===== src/hw/dcache_pkg.sv =====
package dcache_pkg;

    localparam int word_bits = 32;
    localparam int strb_bits = 4;

    // ctrl_state encoding
    localparam int ctrl_state_bits = 3;

    localparam logic [ctrl_state_bits-1:0] st_idle      = 3'd0;
    localparam logic [ctrl_state_bits-1:0] st_lookup    = 3'd1;
    localparam logic [ctrl_state_bits-1:0] st_writeback = 3'd2;
    localparam logic [ctrl_state_bits-1:0] st_refill    = 3'd3;
    localparam logic [ctrl_state_bits-1:0] st_uncached  = 3'd4;
    localparam logic [ctrl_state_bits-1:0] st_respond   = 3'd5;

endpackage


===== src/hw/axi_burst_master.sv =====
`timescale 1ns/1ps

module axi_burst_master import dcache_pkg::*; #(
    parameter int line_bits = 5
) (
    input  logic                 clk,
    input  logic                 rst,
    input  logic                 rd_start,
    input  logic                 wr_start,
    input  logic [word_bits-1:0] line_addr,
    input  logic [line_bits-2:0] beat_count,
    input  logic [word_bits-1:0] wb_word,
    output logic                 wb_next,
    output logic [word_bits-1:0] beat_data,
    output logic                 beat_valid,
    output logic [line_bits-3:0] beat_idx,
    output logic                 done,
    output logic [word_bits-1:0] araddr,
    output logic [7:0]           arlen,
    output logic                 arvalid,
    output logic                 rready,
    input  logic                 arready,
    input  logic [word_bits-1:0] rdata,
    input  logic                 rvalid,
    input  logic                 rlast,
    output logic [word_bits-1:0] awaddr,
    output logic [7:0]           awlen,
    output logic                 awvalid,
    output logic [word_bits-1:0] wdata,
    output logic [strb_bits-1:0] wstrb,
    output logic                 wlast,
    output logic                 wvalid,
    output logic                 bready,
    input  logic                 awready,
    input  logic                 wready,
    input  logic                 bvalid
);
    logic [line_bits-3:0] beat_cnt;  // shared, one burst at a time
    logic [7:0]           burst_len;
    logic                 ar_fire, r_fire, aw_fire, w_fire, b_fire;

    assign burst_len = 8'(beat_count) - 8'd1;
    assign ar_fire   = arvalid & arready;
    assign r_fire    = rvalid & rready;
    assign aw_fire   = awvalid & awready;
    assign w_fire    = wvalid & wready;
    assign b_fire    = bvalid & bready;

    assign beat_data  = rdata;
    assign beat_valid = r_fire;
    assign beat_idx   = beat_cnt;
    assign done       = (r_fire & rlast) | b_fire;
    assign wb_next    = aw_fire | (w_fire & ~wlast);  // word loaded into wdata
    assign wstrb      = {strb_bits{1'b1}};

    always_ff @(posedge clk) begin
        if (rst) begin
            arvalid  <= 1'b0;
            rready   <= 1'b0;
            awvalid  <= 1'b0;
            wvalid   <= 1'b0;
            wlast    <= 1'b0;
            bready   <= 1'b0;
            beat_cnt <= '0;
        end else begin
            if (rd_start) arvalid <= 1'b1;
            if (ar_fire) begin
                arvalid  <= 1'b0;
                rready   <= 1'b1;
                beat_cnt <= '0;
            end
            if (r_fire) begin
                beat_cnt <= beat_cnt + 1'b1;
                if (rlast) rready <= 1'b0;
            end

            if (wr_start) awvalid <= 1'b1;
            if (aw_fire) begin
                awvalid  <= 1'b0;
                wvalid   <= 1'b1;
                wlast    <= awlen == 8'd0;
                beat_cnt <= '0;
            end
            if (w_fire) begin
                if (wlast) begin
                    wvalid <= 1'b0;
                    wlast  <= 1'b0;
                    bready <= 1'b1;
                end else begin
                    beat_cnt <= beat_cnt + 1'b1;
                    wlast    <= 8'(beat_cnt) + 8'd1 == awlen;
                end
            end
            if (b_fire) bready <= 1'b0;
        end
    end

    // address and data payload
    always_ff @(posedge clk) begin
        if (rd_start) begin
            araddr <= line_addr;
            arlen  <= burst_len;
        end
        if (wr_start) begin
            awaddr <= line_addr;
            awlen  <= burst_len;
        end
        if (wb_next) wdata <= wb_word;
    end

endmodule


===== config.mk =====
export PLATFORM = sky130hd
export DESIGN_NAME = axi_burst_master
export DESIGN_NICKNAME = d
export VERILOG_FILES = /design/src/hw/dcache_pkg.sv /design/src/hw/axi_burst_master.sv
export SDC_FILE = /design/constraint.sdc
export NUM_CORES = 1
export LEC_CHECK = 0
export BUFFER_PORTS_ARGS = -buffer_cell sky130_fd_sc_hd__clkbuf_2
export CAP_MARGIN = 30
export CORE_MARGIN = 4
export CORE_UTILIZATION = 39
export CTS_BUF_LIST = sky130_fd_sc_hd__clkbuf_4 sky130_fd_sc_hd__clkbuf_8
export CTS_CLUSTER_SIZE = 28
export DETAILED_ROUTE_END_ITERATION = 8
export PLACE_DENSITY = 0.76
export SLEW_MARGIN = 15
export SYNTH_ARGS = -nofsm -noshare
export SYNTH_HDL_FRONTEND = slang
export SYNTH_SLANG_ARGS = --single-unit

===== constraint.sdc =====
create_clock -name clk -period 1.8 [get_ports clk]
set_clock_uncertainty 0.15 [all_clocks]
set_input_delay 0.09 -clock clk [delete_from_list [all_inputs] [get_ports clk]]
set_output_delay 0.09 -clock clk [all_outputs]
set_load 0.03 [all_outputs]

### Yosys cells after proc, flatten, opt, wreduce, memory -nomap -nowiden

Index checks and enable logic that the tools add are counted.

* add/subtract/negate cells: 3
* eq/ne operators: 1
* mux-type cells: 14
* bitwise logic cells: 10
* reduce and logical (&&, ||, !) cells: 6

Operators by type and width (count)
* two-way mux 3 bit: 5
* two-way mux 1 bit: 9
* equality test 4 x 8 -> 1 bit: 1
* logical NOT 8 bit: 1
* AND 1 bit: 7
* OR reduction 2 bit: 3
* subtractor 4 x 1 -> 5 bit (second input constant): 1
* adder 3 x 1 -> 4 bit (second input constant): 1
* adder 3 x 1 -> 3 bit (second input constant): 1
* OR 1 bit: 2
* AND reduction 2 bit: 1
* nonzero test 2 bit: 1
* inverter 1 bit: 1

* bits in registers: 121
* input port bits: 110
* output and inout bits: 160
* logic and storage cells: 46

### Longest topological paths before layout

* depth in word-level cells: 6
* mapped depth: 4

### Least setup slack after synthesis

Ideal clock, no wire load.

* kind: register to register
* start: register wvalid
* end: register wdata[0] (enable)
* library setup time: 399 ps
* arrival time: 1607 ps
* required time: 1251 ps
* slack: -356 ps
* stages on the path, launching flop included: 3
* path buffers: 0
* path through: dfxtp_1 nand3b_1 nand2_1

* longest elaborated chain between the ends: 3

Ends and longest elaborated chain
* start: declaration: line axi_burst_master.sv:32 `output logic wvalid,`
* start signal: assignment: line axi_burst_master.sv:61 `wvalid <= 1'b0;`
* start signal: assignment: line axi_burst_master.sv:80 `wvalid <= 1'b1;`
* start signal: assignment: line axi_burst_master.sv:86 `wvalid <= 1'b0;`
* AND 1 bit: line axi_burst_master.sv:46 `assign w_fire = wvalid & wready;`
* AND 1 bit: line axi_burst_master.sv:53 `assign wb_next = aw_fire | (w_fire & ~wlast);`
* OR 1 bit: line axi_burst_master.sv:53
* named net wb_next: line axi_burst_master.sv:13 `output logic wb_next,`
* end signal: assignment: line axi_burst_master.sv:108 `if (wb_next) wdata <= wb_word;`
* end: declaration: line axi_burst_master.sv:29 `output logic [word_bits-1:0] wdata,`

The timed path passes the listed nets, and every way through them passes these cells.
A chain may end at the register's enable or synchronous reset.

### Worst setup path after layout

* start: input port beat_count[0]
* end: register arlen[6], data pin

* longest elaborated chain between the ends: 1

Ends and longest elaborated chain
* start: declaration: line axi_burst_master.sv:11 `input logic [line_bits-2:0] beat_count,`
* subtractor 4 x 1 -> 5 bit: line axi_burst_master.sv:42 `assign burst_len = 8'(beat_count) - 8'd1;`
* named net burst_len[4]: line axi_burst_master.sv:39 `logic [7:0] burst_len;`
* end signal: assignment: line axi_burst_master.sv:102 `arlen <= burst_len;`
* end: declaration: line axi_burst_master.sv:19 `output logic [7:0] arlen,`

The timed path passes the listed nets, and every way through them passes these cells.

==> metrics <==
status completed; RR Startpoint wvalid; clock share of power 32.3%; r2r setup slk 0.14 ns; Die Y 109 um; vias in the first global route 2912; Reg2Reg Depth 4; # setup viols final 0; Post-route DRC 0; Pre-antenna DRT Iters 6; die width 109 um; worst slack, placed 0.326 ns; data required time at the worst endpoint 1.79 ns; DIE AREA 11900 um^2; largest net degree at the start of global routing 34; leading cell type in the layout, fill and taps excluded clkbuf_2; mean post-synth cell area 19.2 um^2; count of cell types in the netlist 27; Static Leak 2.64 nW; Final nets 583; synthesis-to-finish area growth 52.1%; Max Clock Freq 564 MHz; Total Power 6.18 mW; layout cells sized above 1 49.5%; critical path type input pin to flip-flop; Overflow after GRT 0; Num CTS Buffers 17; first-pass GRT wire length 15.3 mm; clock buffer depth 2; CP Cell Sequence dlygate4sd3_1, clkbuf_2, inv_1, ha_1, nor3b_2, dlygate4sd3_1; internal power 4.44 mW; Worst VDD drop 0.000755 V; post-route ant nets 0; Comb pwr share 15.9%; vias per inst 4.44; Worst R2R End bready; Synth warnings 0; num ports 270; Worst Setup End Kind flip-flop; CTS root buf clkbuf_8; Final WS setup 0.0273 ns; sequential-to-total area share from yosys stat 84.2%; FF+latch count, synth 115; Switching Share 28.1%; I/O Buffers 201; Slew Viols, Final 0; WP buf/inv 4; CTS tree built; Vias 2737; Avg WL per Cell 17.5 um; gpl congestion 0.766; Reg clk slew, reported paths 0.07 ns; critical path's slowest cell dlygate4sd3_1; FILL cells 718; Post-Route WL 10.8 mm; Gate Count Post-Synth 208; hold depth 0; max-cap violations 0; clk_lat worst skew 0.39 ns; sequential share of power 51.8%; Top cell by count, worst path dlygate4sd3_1; placed wire-length estimate 6.92 mm; Worst path max stage delay 0.57 ns; Worst Hold End beat_data[22]; GRT Util Overall 17.4%; HP Start rdata[22]; top fanout value on the critical path 3; Core Area 9860 um^2; Starting Density 40.5%; min Tclk post-route 1.77 ns; DR iter-0 viols 145; Row Count 36; Hold Crit Class input pin to output pin; diode count 0; commonest non-fill, non-tap cells in the layout clkbuf_2, edfxtp_1, dlygate4sd3_1, clkbuf_8, dfxtp_1; RSZ-0062 raised after global routing yes; startpoint types input pin; Cell Area, Synth 3990 um^2; Final Hold Violating Endpoints 0; clock sink count 115; switching pwr 1.74 mW; fraction of the cycle the final worst path needs 98.5%; Max H-tree Level 4; WP data arrival 1.76 ns; largest delay contributor family on the critical path buffers and inverters; setup tns final 0 ns; power per cell area 1020 nW/um^2; initial antenna violation count 0
-- worst register-to-register path, cell delays in order, from the launching register on --
cell and delay [ns]:
dfxtp_1 0.39, nand3_1 0.16, mux2_2 0.29, nor2_1 0.07, dlygate4sd3_1 0.54
-- cell type report --
class	count	area [um^2]	share of cell area, %
flip-flops and latches	115	3360	55.4
clock buffers	19	249	4.10
multi-input cells	49	315	5.19
inverters	4	15.0	0.247
repair buffers	284	1880	31.0
clock inverters	12	85.1	1.40
well taps	133	166	2.74
-- cell families after synthesis --
| kind of cell | share of synthesized area, % |
|---|---|
| AO/OA/AOI/OAI | 1.75 |
| XOR/XNOR | 1.54 |
| adder cells (fa/ha/maj) | 0.626 |
| buffers and inverters | 8.36 |
| flip-flops | 84.2 |
| multiplexers | 0.533 |
| other | 0.0939 |
| AND/OR/NAND/NOR | 2.88 |
-- metal layers --
metal / vias to the layer above / global-route usage, % / routed length, um
li1: 1262 / - / -
met1: 1320 / 16.9 / 3580
met2: 135 / 33.2 / 6130
met3: 20 / 7.28 / 915
met4: 0 / 5.43 / 136
met5: - / 0 / 0
-- synth_stat cells --
library cell  count  area [um^2]
mux2_2            1         11.3
inv_1             4         15.0
xor2_1            6         52.6
dfxtp_1           9          180
conb_1            1         3.75
nand2_1           5         18.8
a21oi_1           1         5.00
nor2_1            8         30.0
clkbuf_1          1         3.75
a22o_1            1         8.76
a211oi_1          1         7.51
nor3_1            3         15.0
nor3b_1           1         7.51
xnor2_1           1         8.76
a41o_1            1         10.0
nand3b_1          1         7.51
and2_1            1         6.26
o21ai_0           3         15.0
ha_1              2         25.0
buf_4            42          315
edfxtp_1        106         3180
nor4_1            1         6.26
a22oi_1           2         15.0
nand3_1           3         15.0
a221oi_1          1         8.76
mux2i_1           1         10.0
and4_1            1         8.76
-- registers in the layout (all words and copies together), names as in the netlist --
register  count
arlen         5
wlast         1
araddr       32
arvalid       1
bready        1
awaddr       32
wdata        32
wvalid        1
awlen         5
awvalid       1
rready        1
beat_idx      3
-- power by group through the flow --
| stage | registers [mW] | clock network, mW | logic [mW] |
|---|---|---|---|
| after floorplan | 3.63 | 0 | 0.246 |
| after detailed placement | 3.26 | 0 | 0.830 |
| after global routing | 3.22 | 2.20 | 1.04 |
| final | 3.20 | 2.00 | 0.984 |
| after global placement | 3.25 | 0 | 0.822 |
| after CTS | 3.20 | 2.07 | 0.968 |
-- worst max-delay path by stage --
| stage | cells after the start | slack, ns | to | startpoint |
|---|---|---|---|---|
| after detailed placement | 4 | 0.33 | wlast | beat_idx[0] |
| after floorplan | 2 | 0.005 | wdata[0] | wvalid |
| after global placement | 4 | 0.38 | wlast | beat_idx[0] |
| after global routing | 4 | -0.01 | wb_next | wvalid |
| final | 6 | 0.03 | arlen[6] | beat_count[0] |
| after CTS | 4 | 0.02 | wb_next | wlast |
-- stage by stage --
step | std cells | instance area, um^2 | hold WS [ns] | utilization (%)
global placement | 505 | 4920 | 0.0302 | 49.9
CTS | 614 | 6040 | 0.0302 | 61.2
floorplan | 211 | 4010 | 0.0371 | -
detailed placement | 505 | 4920 | 0.0302 | 49.9
finish | 616 | 6080 | 0.0300 | 61.6
global route | 616 | 6080 | 0.0300 | 61.6
-- what timing repair did --
item                                    4_1_cts  5_1_grt
setup buffers                                 0        1
hold buffers                                 78        0
hold endpoints to repair                    122        0
resized for setup                             0        3
endpoints found under the setup margin        0        3
No activity file was read; power rests on OpenSTA's default activity.
