## config.mk

```make
export PLATFORM = sky130hd
export DESIGN_NAME = dcache_ctrl
export DESIGN_NICKNAME = d
export VERILOG_FILES = /design/src/hw/dcache_pkg.sv /design/src/hw/dcache_ctrl.sv
export SDC_FILE = /design/constraint.sdc
export NUM_CORES = 1
export LEC_CHECK = 0
export BUFFER_PORTS_ARGS = -buffer_cell sky130_fd_sc_hd__buf_2
export CAP_MARGIN = 20
export CORE_MARGIN = 2
export CORE_UTILIZATION = 25
export CTS_CLUSTER_DIAMETER = 100
export DETAILED_ROUTE_END_ITERATION = 10
export PLACE_DENSITY_LB_ADDON = 0.3
export SLEW_MARGIN = 5
export SYNTH_ARGS = -nofsm -noshare
export SYNTH_HDL_FRONTEND = slang
export SYNTH_SLANG_ARGS = --single-unit
```

## constraint.sdc

```tcl
create_clock -name clk -period 9.2 [get_ports clk]
set_input_delay 1.38 -clock clk [delete_from_list [all_inputs] [get_ports clk]]
set_output_delay 1.38 -clock clk [all_outputs]
set_load 0.02 [all_outputs]
```

## src/hw/dcache_pkg.sv

```systemverilog
package dcache_pkg;

    localparam int word_bits = 32;
    localparam int strb_bits = 4;

    // ctrl_state encoding
    localparam int ctrl_state_bits = 3;

    localparam logic [ctrl_state_bits-1:0] st_idle      = 3'd0;
    localparam logic [ctrl_state_bits-1:0] st_lookup    = 3'd1;
    localparam logic [ctrl_state_bits-1:0] st_writeback = 3'd2;
    localparam logic [ctrl_state_bits-1:0] st_refill    = 3'd3;
    localparam logic [ctrl_state_bits-1:0] st_uncached  = 3'd4;
    localparam logic [ctrl_state_bits-1:0] st_respond   = 3'd5;

endpackage

```

## src/hw/dcache_ctrl.sv

```systemverilog
`timescale 1ns/1ps

module dcache_ctrl import dcache_pkg::*; #(
    parameter int line_bits  = 5,
    parameter int index_bits = 6
) (
    input  logic                                        clk,
    input  logic                                        rst,
    input  logic                                        cpu_req,
    input  logic                                        cpu_wr,
    input  logic                                        cpu_uncached,
    input  logic [word_bits-1:0]                        cpu_addr,
    input  logic [word_bits-1:0]                        cpu_wdata,
    input  logic [strb_bits-1:0]                        cpu_wstrb,
    output logic                                        cpu_ack,
    output logic [word_bits-1:0]                        cpu_rdata,
    output logic [index_bits-1:0]                       rd_set,
    output logic [line_bits-3:0]                        rd_word,
    output logic [1:0]                                  way_we,
    output logic [index_bits-1:0]                       wr_set,
    output logic [line_bits-3:0]                        wr_word,
    output logic [strb_bits-1:0]                        wr_strb,
    output logic [word_bits-index_bits-line_bits-1:0]   wr_tag,
    output logic [word_bits-1:0]                        wr_data,
    input  logic [word_bits-index_bits-line_bits-1:0]   tag0,
    input  logic [word_bits-index_bits-line_bits-1:0]   tag1,
    input  logic [word_bits-1:0]                        data0,
    input  logic [word_bits-1:0]                        data1,
    output logic                                        rd_start,
    output logic                                        wr_start,
    output logic [word_bits-1:0]                        line_addr,
    output logic [line_bits-2:0]                        beat_count,
    output logic [word_bits-1:0]                        wb_word,
    input  logic                                        wb_next,
    input  logic [word_bits-1:0]                        beat_data,
    input  logic                                        beat_valid,
    input  logic [line_bits-3:0]                        beat_idx,
    input  logic                                        done
);
    localparam int word_idx_bits = line_bits - 2;
    localparam int tag_bits      = word_bits - index_bits - line_bits;
    localparam int sets          = 1 << index_bits;

    logic [ctrl_state_bits-1:0] state;
    logic [word_bits-1:0]       req_addr, req_wdata, merged;
    logic [strb_bits-1:0]       req_strb;
    logic                       req_wr;
    logic [1:0]                 valid [sets];
    logic [1:0]                 dirty [sets];
    logic [sets-1:0]            lru;   // way used last
    logic                       victim_way;
    logic [tag_bits-1:0]        victim_tag;
    logic [word_idx_bits-1:0]   wb_cnt;

    logic [word_idx_bits-1:0]   req_word;
    logic [index_bits-1:0]      req_set;
    logic [tag_bits-1:0]        req_tag;
    logic                       hit0, hit1, hit, miss_way, refilling, lookup;

    assign req_word  = req_addr[line_bits-1:2];
    assign req_set   = req_addr[line_bits+index_bits-1:line_bits];
    assign req_tag   = req_addr[word_bits-1:line_bits+index_bits];
    assign hit0      = valid[req_set][0] && tag0 == req_tag;
    assign hit1      = valid[req_set][1] && tag1 == req_tag;
    assign hit       = hit0 | hit1;
    assign miss_way  = ~lru[req_set];
    assign refilling = state == st_refill;
    assign lookup    = state == st_lookup;

    // idle reads straight from the cpu address so lookup has the tags
    assign rd_set  = (state == st_idle) ? cpu_addr[line_bits+index_bits-1:line_bits] : req_set;
    assign rd_word = (state == st_idle) ? cpu_addr[line_bits-1:2] :
                     (state == st_writeback) ? wb_cnt + word_idx_bits'(wb_next) : req_word;
    assign wb_word = victim_way ? data1 : data0;

    always_comb begin
        merged = beat_data;
        for (int b = 0; b < strb_bits; b++) begin
            if (req_strb[b]) merged[8*b +: 8] = req_wdata[8*b +: 8];
        end
    end

    assign wr_set  = req_set;
    assign wr_tag  = req_tag;
    assign wr_word = refilling ? beat_idx : req_word;
    assign wr_strb = refilling ? {strb_bits{1'b1}} : req_strb;
    assign wr_data = !refilling ? req_wdata :
                     (req_wr && beat_idx == req_word) ? merged : beat_data;
    assign way_we[0] = (lookup & req_wr & hit0) | (refilling & beat_valid & ~victim_way);
    assign way_we[1] = (lookup & req_wr & hit1) | (refilling & beat_valid & victim_way);

    assign line_addr = (state == st_writeback) ? {victim_tag, req_set, {line_bits{1'b0}}} :
                       (state == st_uncached) ? {req_addr[word_bits-1:2], 2'b00} :
                       {req_tag, req_set, {line_bits{1'b0}}};
    assign beat_count = (state == st_uncached) ? (line_bits-1)'(1) : (line_bits-1)'(1 << word_idx_bits);

    always_ff @(posedge clk) begin
        if (rst) begin
            state    <= st_idle;
            cpu_ack  <= 1'b0;
            rd_start <= 1'b0;
            wr_start <= 1'b0;
            valid    <= '{default: '0};
            dirty    <= '{default: '0};
            lru      <= '0;
            wb_cnt   <= '0;
        end else begin
            cpu_ack  <= 1'b0;
            rd_start <= 1'b0;
            wr_start <= 1'b0;
            case (state)
                st_idle: if (cpu_req) begin
                    state    <= cpu_uncached ? st_uncached : st_lookup;
                    rd_start <= cpu_uncached;
                end
                st_lookup: if (hit) begin
                    cpu_ack      <= 1'b1;
                    state        <= st_respond;
                    lru[req_set] <= hit1;
                    if (req_wr) dirty[req_set][hit1] <= 1'b1;
                end else if (valid[req_set][miss_way] && dirty[req_set][miss_way]) begin
                    state    <= st_writeback;
                    wr_start <= 1'b1;
                    wb_cnt   <= '0;
                end else begin
                    state    <= st_refill;
                    rd_start <= 1'b1;
                end
                st_writeback: begin
                    if (wb_next) wb_cnt <= wb_cnt + 1'b1;
                    if (done) begin      // line is out, fetch the new one
                        state    <= st_refill;
                        rd_start <= 1'b1;
                    end
                end
                st_refill: if (done) begin
                    valid[req_set][victim_way] <= 1'b1;
                    dirty[req_set][victim_way] <= req_wr;
                    lru[req_set]               <= victim_way;
                    cpu_ack                    <= 1'b1;
                    state                      <= st_respond;
                end
                st_uncached: if (done) begin
                    cpu_ack <= 1'b1;
                    state   <= st_respond;
                end
                default: state <= st_idle;
            endcase
        end
    end

    always_ff @(posedge clk) begin
        if (state == st_idle && cpu_req) begin
            req_addr  <= cpu_addr;
            req_wr    <= cpu_wr & ~cpu_uncached;
            req_wdata <= cpu_wdata;
            req_strb  <= cpu_wstrb;
        end
        if (lookup) begin
            victim_way <= miss_way;
            victim_tag <= miss_way ? tag1 : tag0;
            cpu_rdata  <= hit1 ? data1 : data0;
        end
        // requested word as it arrives
        if (beat_valid && (state == st_uncached || beat_idx == req_word)) cpu_rdata <= beat_data;
    end

endmodule

```

**After elaboration in Yosys (flattened, before gate mapping)**

Index checks and enable logic that the tools add are counted.

- Multiplexer cells: 70
- Eq/ne operators: 16
- Order comparisons: 9
- Bitwise logic cells: 17
- Divide/modulo/power cells: 0
- Add/sub/neg operators: 2
- Multipliers: 0
- Shift operators: 0
- Reduce and logical (&&, ||, !) cells: 22

Operators by type and width:

| kind | count |
|---|---|
| $mux 128 | 3 |
| $or 128x128->128 | 2 |
| $pmux 128 s2 | 1 |
| $mux 32 | 7 |
| $bwmux 128 | 1 |
| $bwmux 64 | 2 |
| $mux 64 | 2 |
| $pmux 64 s2 | 1 |
| $eq 21x21->1 | 2 |
| $mux 3 | 11 |
| $mux 8 | 4 |
| $bmux 2 s6 | 2 |
| $demux 2 s6 | 2 |
| $mux 21 | 1 |
| $mux 1 | 15 |
| $ne 2x2->1 const B | 7 |
| $mux 2 | 6 |
| $pmux 3 s4 | 1 |
| $logic_and 1x1->1 | 10 |
| $mux 4 | 2 |
| $reduce_and 4->1 | 2 |
| $and 1x1->1 | 7 |
| $ge 7x7->1 const B | 1 |
| $lt 6x7->1 const B | 1 |
| other kinds (29) | 43 |

- ROM bits: 0
- Input port bits: 217
- Memories: 0
- Output and inout bits: 180
- Latch bits: 0
- Bits in registers: 452
- Bits in writable memories: 0
- Word-level logic and storage cells: 277

**Longest topological paths before layout**

- Word-level depth: 15
- Gate-level depth with buffers: 14
- Mapped depth without buffers: 8

**Worst setup path before layout**

Ideal clock, no wire load.

- Kind: input-to-output
- From: input port tag1[9]
- To: output port way_we[1]
- Buffers on the path: 3
- Arrival time: 3.443 ns
- Required time: 7.820 ns
- Path slack: 4.377 ns
- Stages on the path: 9
- Cells stage by stage: xor2_1 -> nor4_1 -> nand4_1 -> nor4_1 -> o31ai_4 -> buf_6 -> buf_6 -> buf_4 -> o32ai_1

- Cells in the longest elaborated chain, start to end: 4

RTL lines:

| what | line | RTL |
|---|---|---|
| start: declaration | dcache_ctrl.sv:26 | `input logic [word_bits-index_bits-line_bits-1:0] tag1,` |
| $eq 21x21->1 | dcache_ctrl.sv:64 | `assign hit1 = valid[req_set][1] && tag1 == req_tag;` |
| $logic_and 1x1->1 | dcache_ctrl.sv:64 |  |
| $and 1x1->1 | dcache_ctrl.sv:90 | `assign way_we[1] = (lookup & req_wr & hit1) \| (refilling & beat_valid & victim_way);` |
| $or 1x1->1 | dcache_ctrl.sv:90 |  |
| end: declaration | dcache_ctrl.sv:19 | `output logic [1:0] way_we,` |

Every way passes these cells.

**Final worst setup path**

- From: register req_addr[5]
- To: output port way_we[1]

- Cells in the longest elaborated chain, start to end: 7

RTL lines:

| what | line | RTL |
|---|---|---|
| start: declaration | dcache_ctrl.sv:45 | `logic [word_bits-1:0] req_addr, req_wdata, merged;` |
| start signal: assignment | dcache_ctrl.sv:154 | `req_addr <= cpu_addr;` |
| $not 6->7 (implied by the code) | dcache_ctrl.sv:64 |  |
| $bmux 2 s6 | dcache_ctrl.sv:64 |  |
| $mux 2 (implied by the code) (2 in series) | dcache_ctrl.sv:64 |  |
| $logic_and 1x1->1 | dcache_ctrl.sv:64 |  |
| $and 1x1->1 | dcache_ctrl.sv:90 |  |
| $or 1x1->1 | dcache_ctrl.sv:90 |  |

Every way passes these cells. The select of a mux whose other input is x is not followed.

==> flow_summary.toml <==
[outcome]
status = "completed"

[worst_setup_path]
critPathMaxStageDelay_ps = 990
cp.buffers_inverters = 3
reg2regPathDepth = 10
criticalPathCategory = "flop to output pin"
cp_cell_sequence = "buf_12 > nand2b_1 > o22ai_1 > o31ai_1 > o2111ai_1 > o31ai_4 > buf_4 > o32ai_1 > buf_2"
cp.required_ps = 7820
crit_fanout = 67
critPathTopFamily = "compound AO/OA/AOI/OAI gates"
end_kind = "output pin"
crit_cells = 9
worstSetupStartpointType = "flop"
crit_path_top_delay_cell = "edfxtp_1"
arrival_ps = 5080

[route]
drt_iter0_drc = 2038
wl_per_cell_um = 23.9
detail-route-antenna-nets = 0
via_per_inst = 5.46
first_pass_iters = 6
wirelength_um = 95300
drc = 0
vias = 21800

[sta]
hold_viol = 0
fin_skew_ps = 20.5
timing.fmax_ghz = 0.155
hold_ws_ps = 463
layout_setup_ws_ps = 2740
worstMarginPinSlew_ps = 1190
slew_violations = 0
tns_ps = 0
setup_violations = 0
post-route-min-period_ps = 6460
timing.final.crit_share_pct = 70.2
slew_headroom_pct = 20.9
rsz0062_at_grt = "no"

[power]
total_power_w = 0.00596
ir_worst_vdd_mv = 0.167
powerDensity_nw_per_um2 = 214
p_leak_nw = 9.92

[synthesis]
synth.area.mux_share_pct = 9.17
ys_types = 69
yosysWarnings = 0
syn_area_per_cell_sq_um = 9.42
synth_xor_area_share_pct = 1.75
synth_top_area_share_pct = 27.9
synth-seq-cells = 450
synth_largest_area_cell = "dfxtp_1"
ys.flop_type = "dfxtp_1"
synth-simple-area-share_pct = 10.6
synth-compound-area-share_pct = 28.1
syn_inst = 2503
synth_edf_count = 121
synthAdderAreaFrac_pct = 0.159
synth_area_leaders = "dfxtp_1, edfxtp_1, a21oi_1"
yosysSeqAreaShare_pct = 43.4
synth_top_family_by_area = "compound AO/OA/AOI/OAI gates"
netlist_area_sq_um = 23600
synthArstFlopShare_pct = 0

[die]
die_width_um = 311
initial_core_util_pct = 25.3
dieArea_sq_um = 96700
die_h_um = 311
boundaryPins = 397
core_sq_um = 93300
rows = 112

[clock_tree]
root_buffer = "clkbuf_16"
clk_path_buf_depth = 3
htree_levels = 2
postCtsSetupRepairBufs = 0
cts_sinks = 450
clkTransAtPathRegs_ps = 60
cts_tree = "built"
cts_resized = 0
cts_made_buffers = 51
cts_hold_buf = 0
clk_latency_ps = 620

[placement]
dp_hpwl_um = 60400
place_congestion = 0.848
portBuffers = 390
dp_slack_ps = 3340

[cells_and_area]
nets = 2919
fill_cells = 9961
drive_gt1_share_pct = 26.5
multiInputGateArea_sq_um = 11800
syn_to_final_growth_pct = 17.9
diodes = 0
layout.area.seq_sq_um = 10200

[grt]
grt-ovfl-total = 0
grt_usage_pct = 18.7
antenna_found_initial = 3
grt_max_degree = 174
grt_pass1_wl_um = 141000
grt_pass1_vias = 21100

[hold_path]
min_path_type = "flop to flop"
hold_path_depth = 2

[run]
maxCapViolCount = 0
[worst reg2reg max path, cell delays in order, from the launching register on]
cell	delay, ps
edfxtp_1	990
buf_12	370
nand2b_1	500
o22ai_1	170
o31ai_1	510
o2111ai_1	310
o31ai_4	490
buf_4	750
o21a_2	710
buf_4	620
a311oi_1	200
[registers in the layout, summed over array words and instances, names as in the netlist, 3 cells and up]
signal      cells
wb_cnt          3
req_strb        4
state           3
victim_tag     21
cpu_rdata      32
dirty         128
lru            64
req_addr       30
valid         128
req_wdata      32
[per-layer routing]
metal  vias up  routed length (um)  share of wire, %  GRT usage (%)
li1      10000                   -                 -              -
met1     10600               39500                41           24.0
met5         -                  41             0.043              0
met4         6                3640               3.8           7.32
met2      1007               44500                47           30.3
met3       169                7710               8.1           4.45
[kinds of logic after synthesis]
kind of cell | count (synthesis)
multiplexers | 188
AND/OR/NAND/NOR | 544
flip-flops | 450
XOR/XNOR | 47
buffers and inverters | 316
AO/OA/AOI/OAI | 954
other | 1
adder cells (fa/ha/maj) | 3
[where the power goes]
group,switching [W],internal [W],leakage [nW],total [W]
clock network,0.000893,0.00116,0.823,0.00206
registers,0.0000925,0.00221,3.79,0.00230
logic,0.00113,0.000466,5.31,0.00160
[cells in the final DEF, fill, tap and decap left out, types with 26 or more instances in the layout]
cell type	count
buf_2	390
nand2_1	75
nor2_1	268
a31oi_1	65
o21ai_0	51
mux2i_1	55
mux2_2	123
dfxtp_1	329
clkbuf_16	52
o22ai_1	26
edfxtp_1	121
buf_4	50
a41oi_1	63
a311oi_1	109
a2bb2oi_1	66
a221oi_1	61
nand3_1	28
xor2_1	36
nor3_1	62
o31ai_1	61
a21oi_1	355
[through the flow]
stage	instances	util (%)	area [sq um]
after floorplan	2506	-	23600
after global placement	3896	27.9	26100
after detailed placement	3896	27.9	26100
after CTS	3992	29.7	27700
after global routing	3996	29.8	27800
final	3996	29.8	27800
[Yosys cell counts, drive strengths merged, types with 10 or more instances]
cell	instances
mux2	123
a21oi	355
a22oi	15
clkbuf	167
a221oi	62
xnor2	11
dfxtp	329
o22ai	26
or3b	21
o21ai	53
a41oi	63
buf	140
nor4	10
mux2i	55
a211oi	13
a311oi	129
a31oi	65
a2bb2oi	66
nand2	76
nor3	64
nor2	273
xor2	36
mux4	10
edfxtp	121
o31ai	62
nand3	28
nand3b	21
[worst paths after layout]
check | from | to | slack (ps)
worst min register to register | valid[58] | valid[58] | 460
worst min-delay path | valid[58] | valid[58] | 460
worst max register to register | req_addr[5] | lru[31] | 3380
worst max-delay path | req_addr[5] | way_we[1] | 2740
[cell type report]
cell class                 instances  share of cell area [%]
clock inverter                    20                   0.513
timing repair buffer             447                    8.86
sequential                       450                    36.8
inverter                           9                   0.122
clock buffer                      76                    5.44
multi-input combinational       1740                    42.6
tap                             1254                    5.65
No activity file was read; power rests on OpenSTA's default activity.
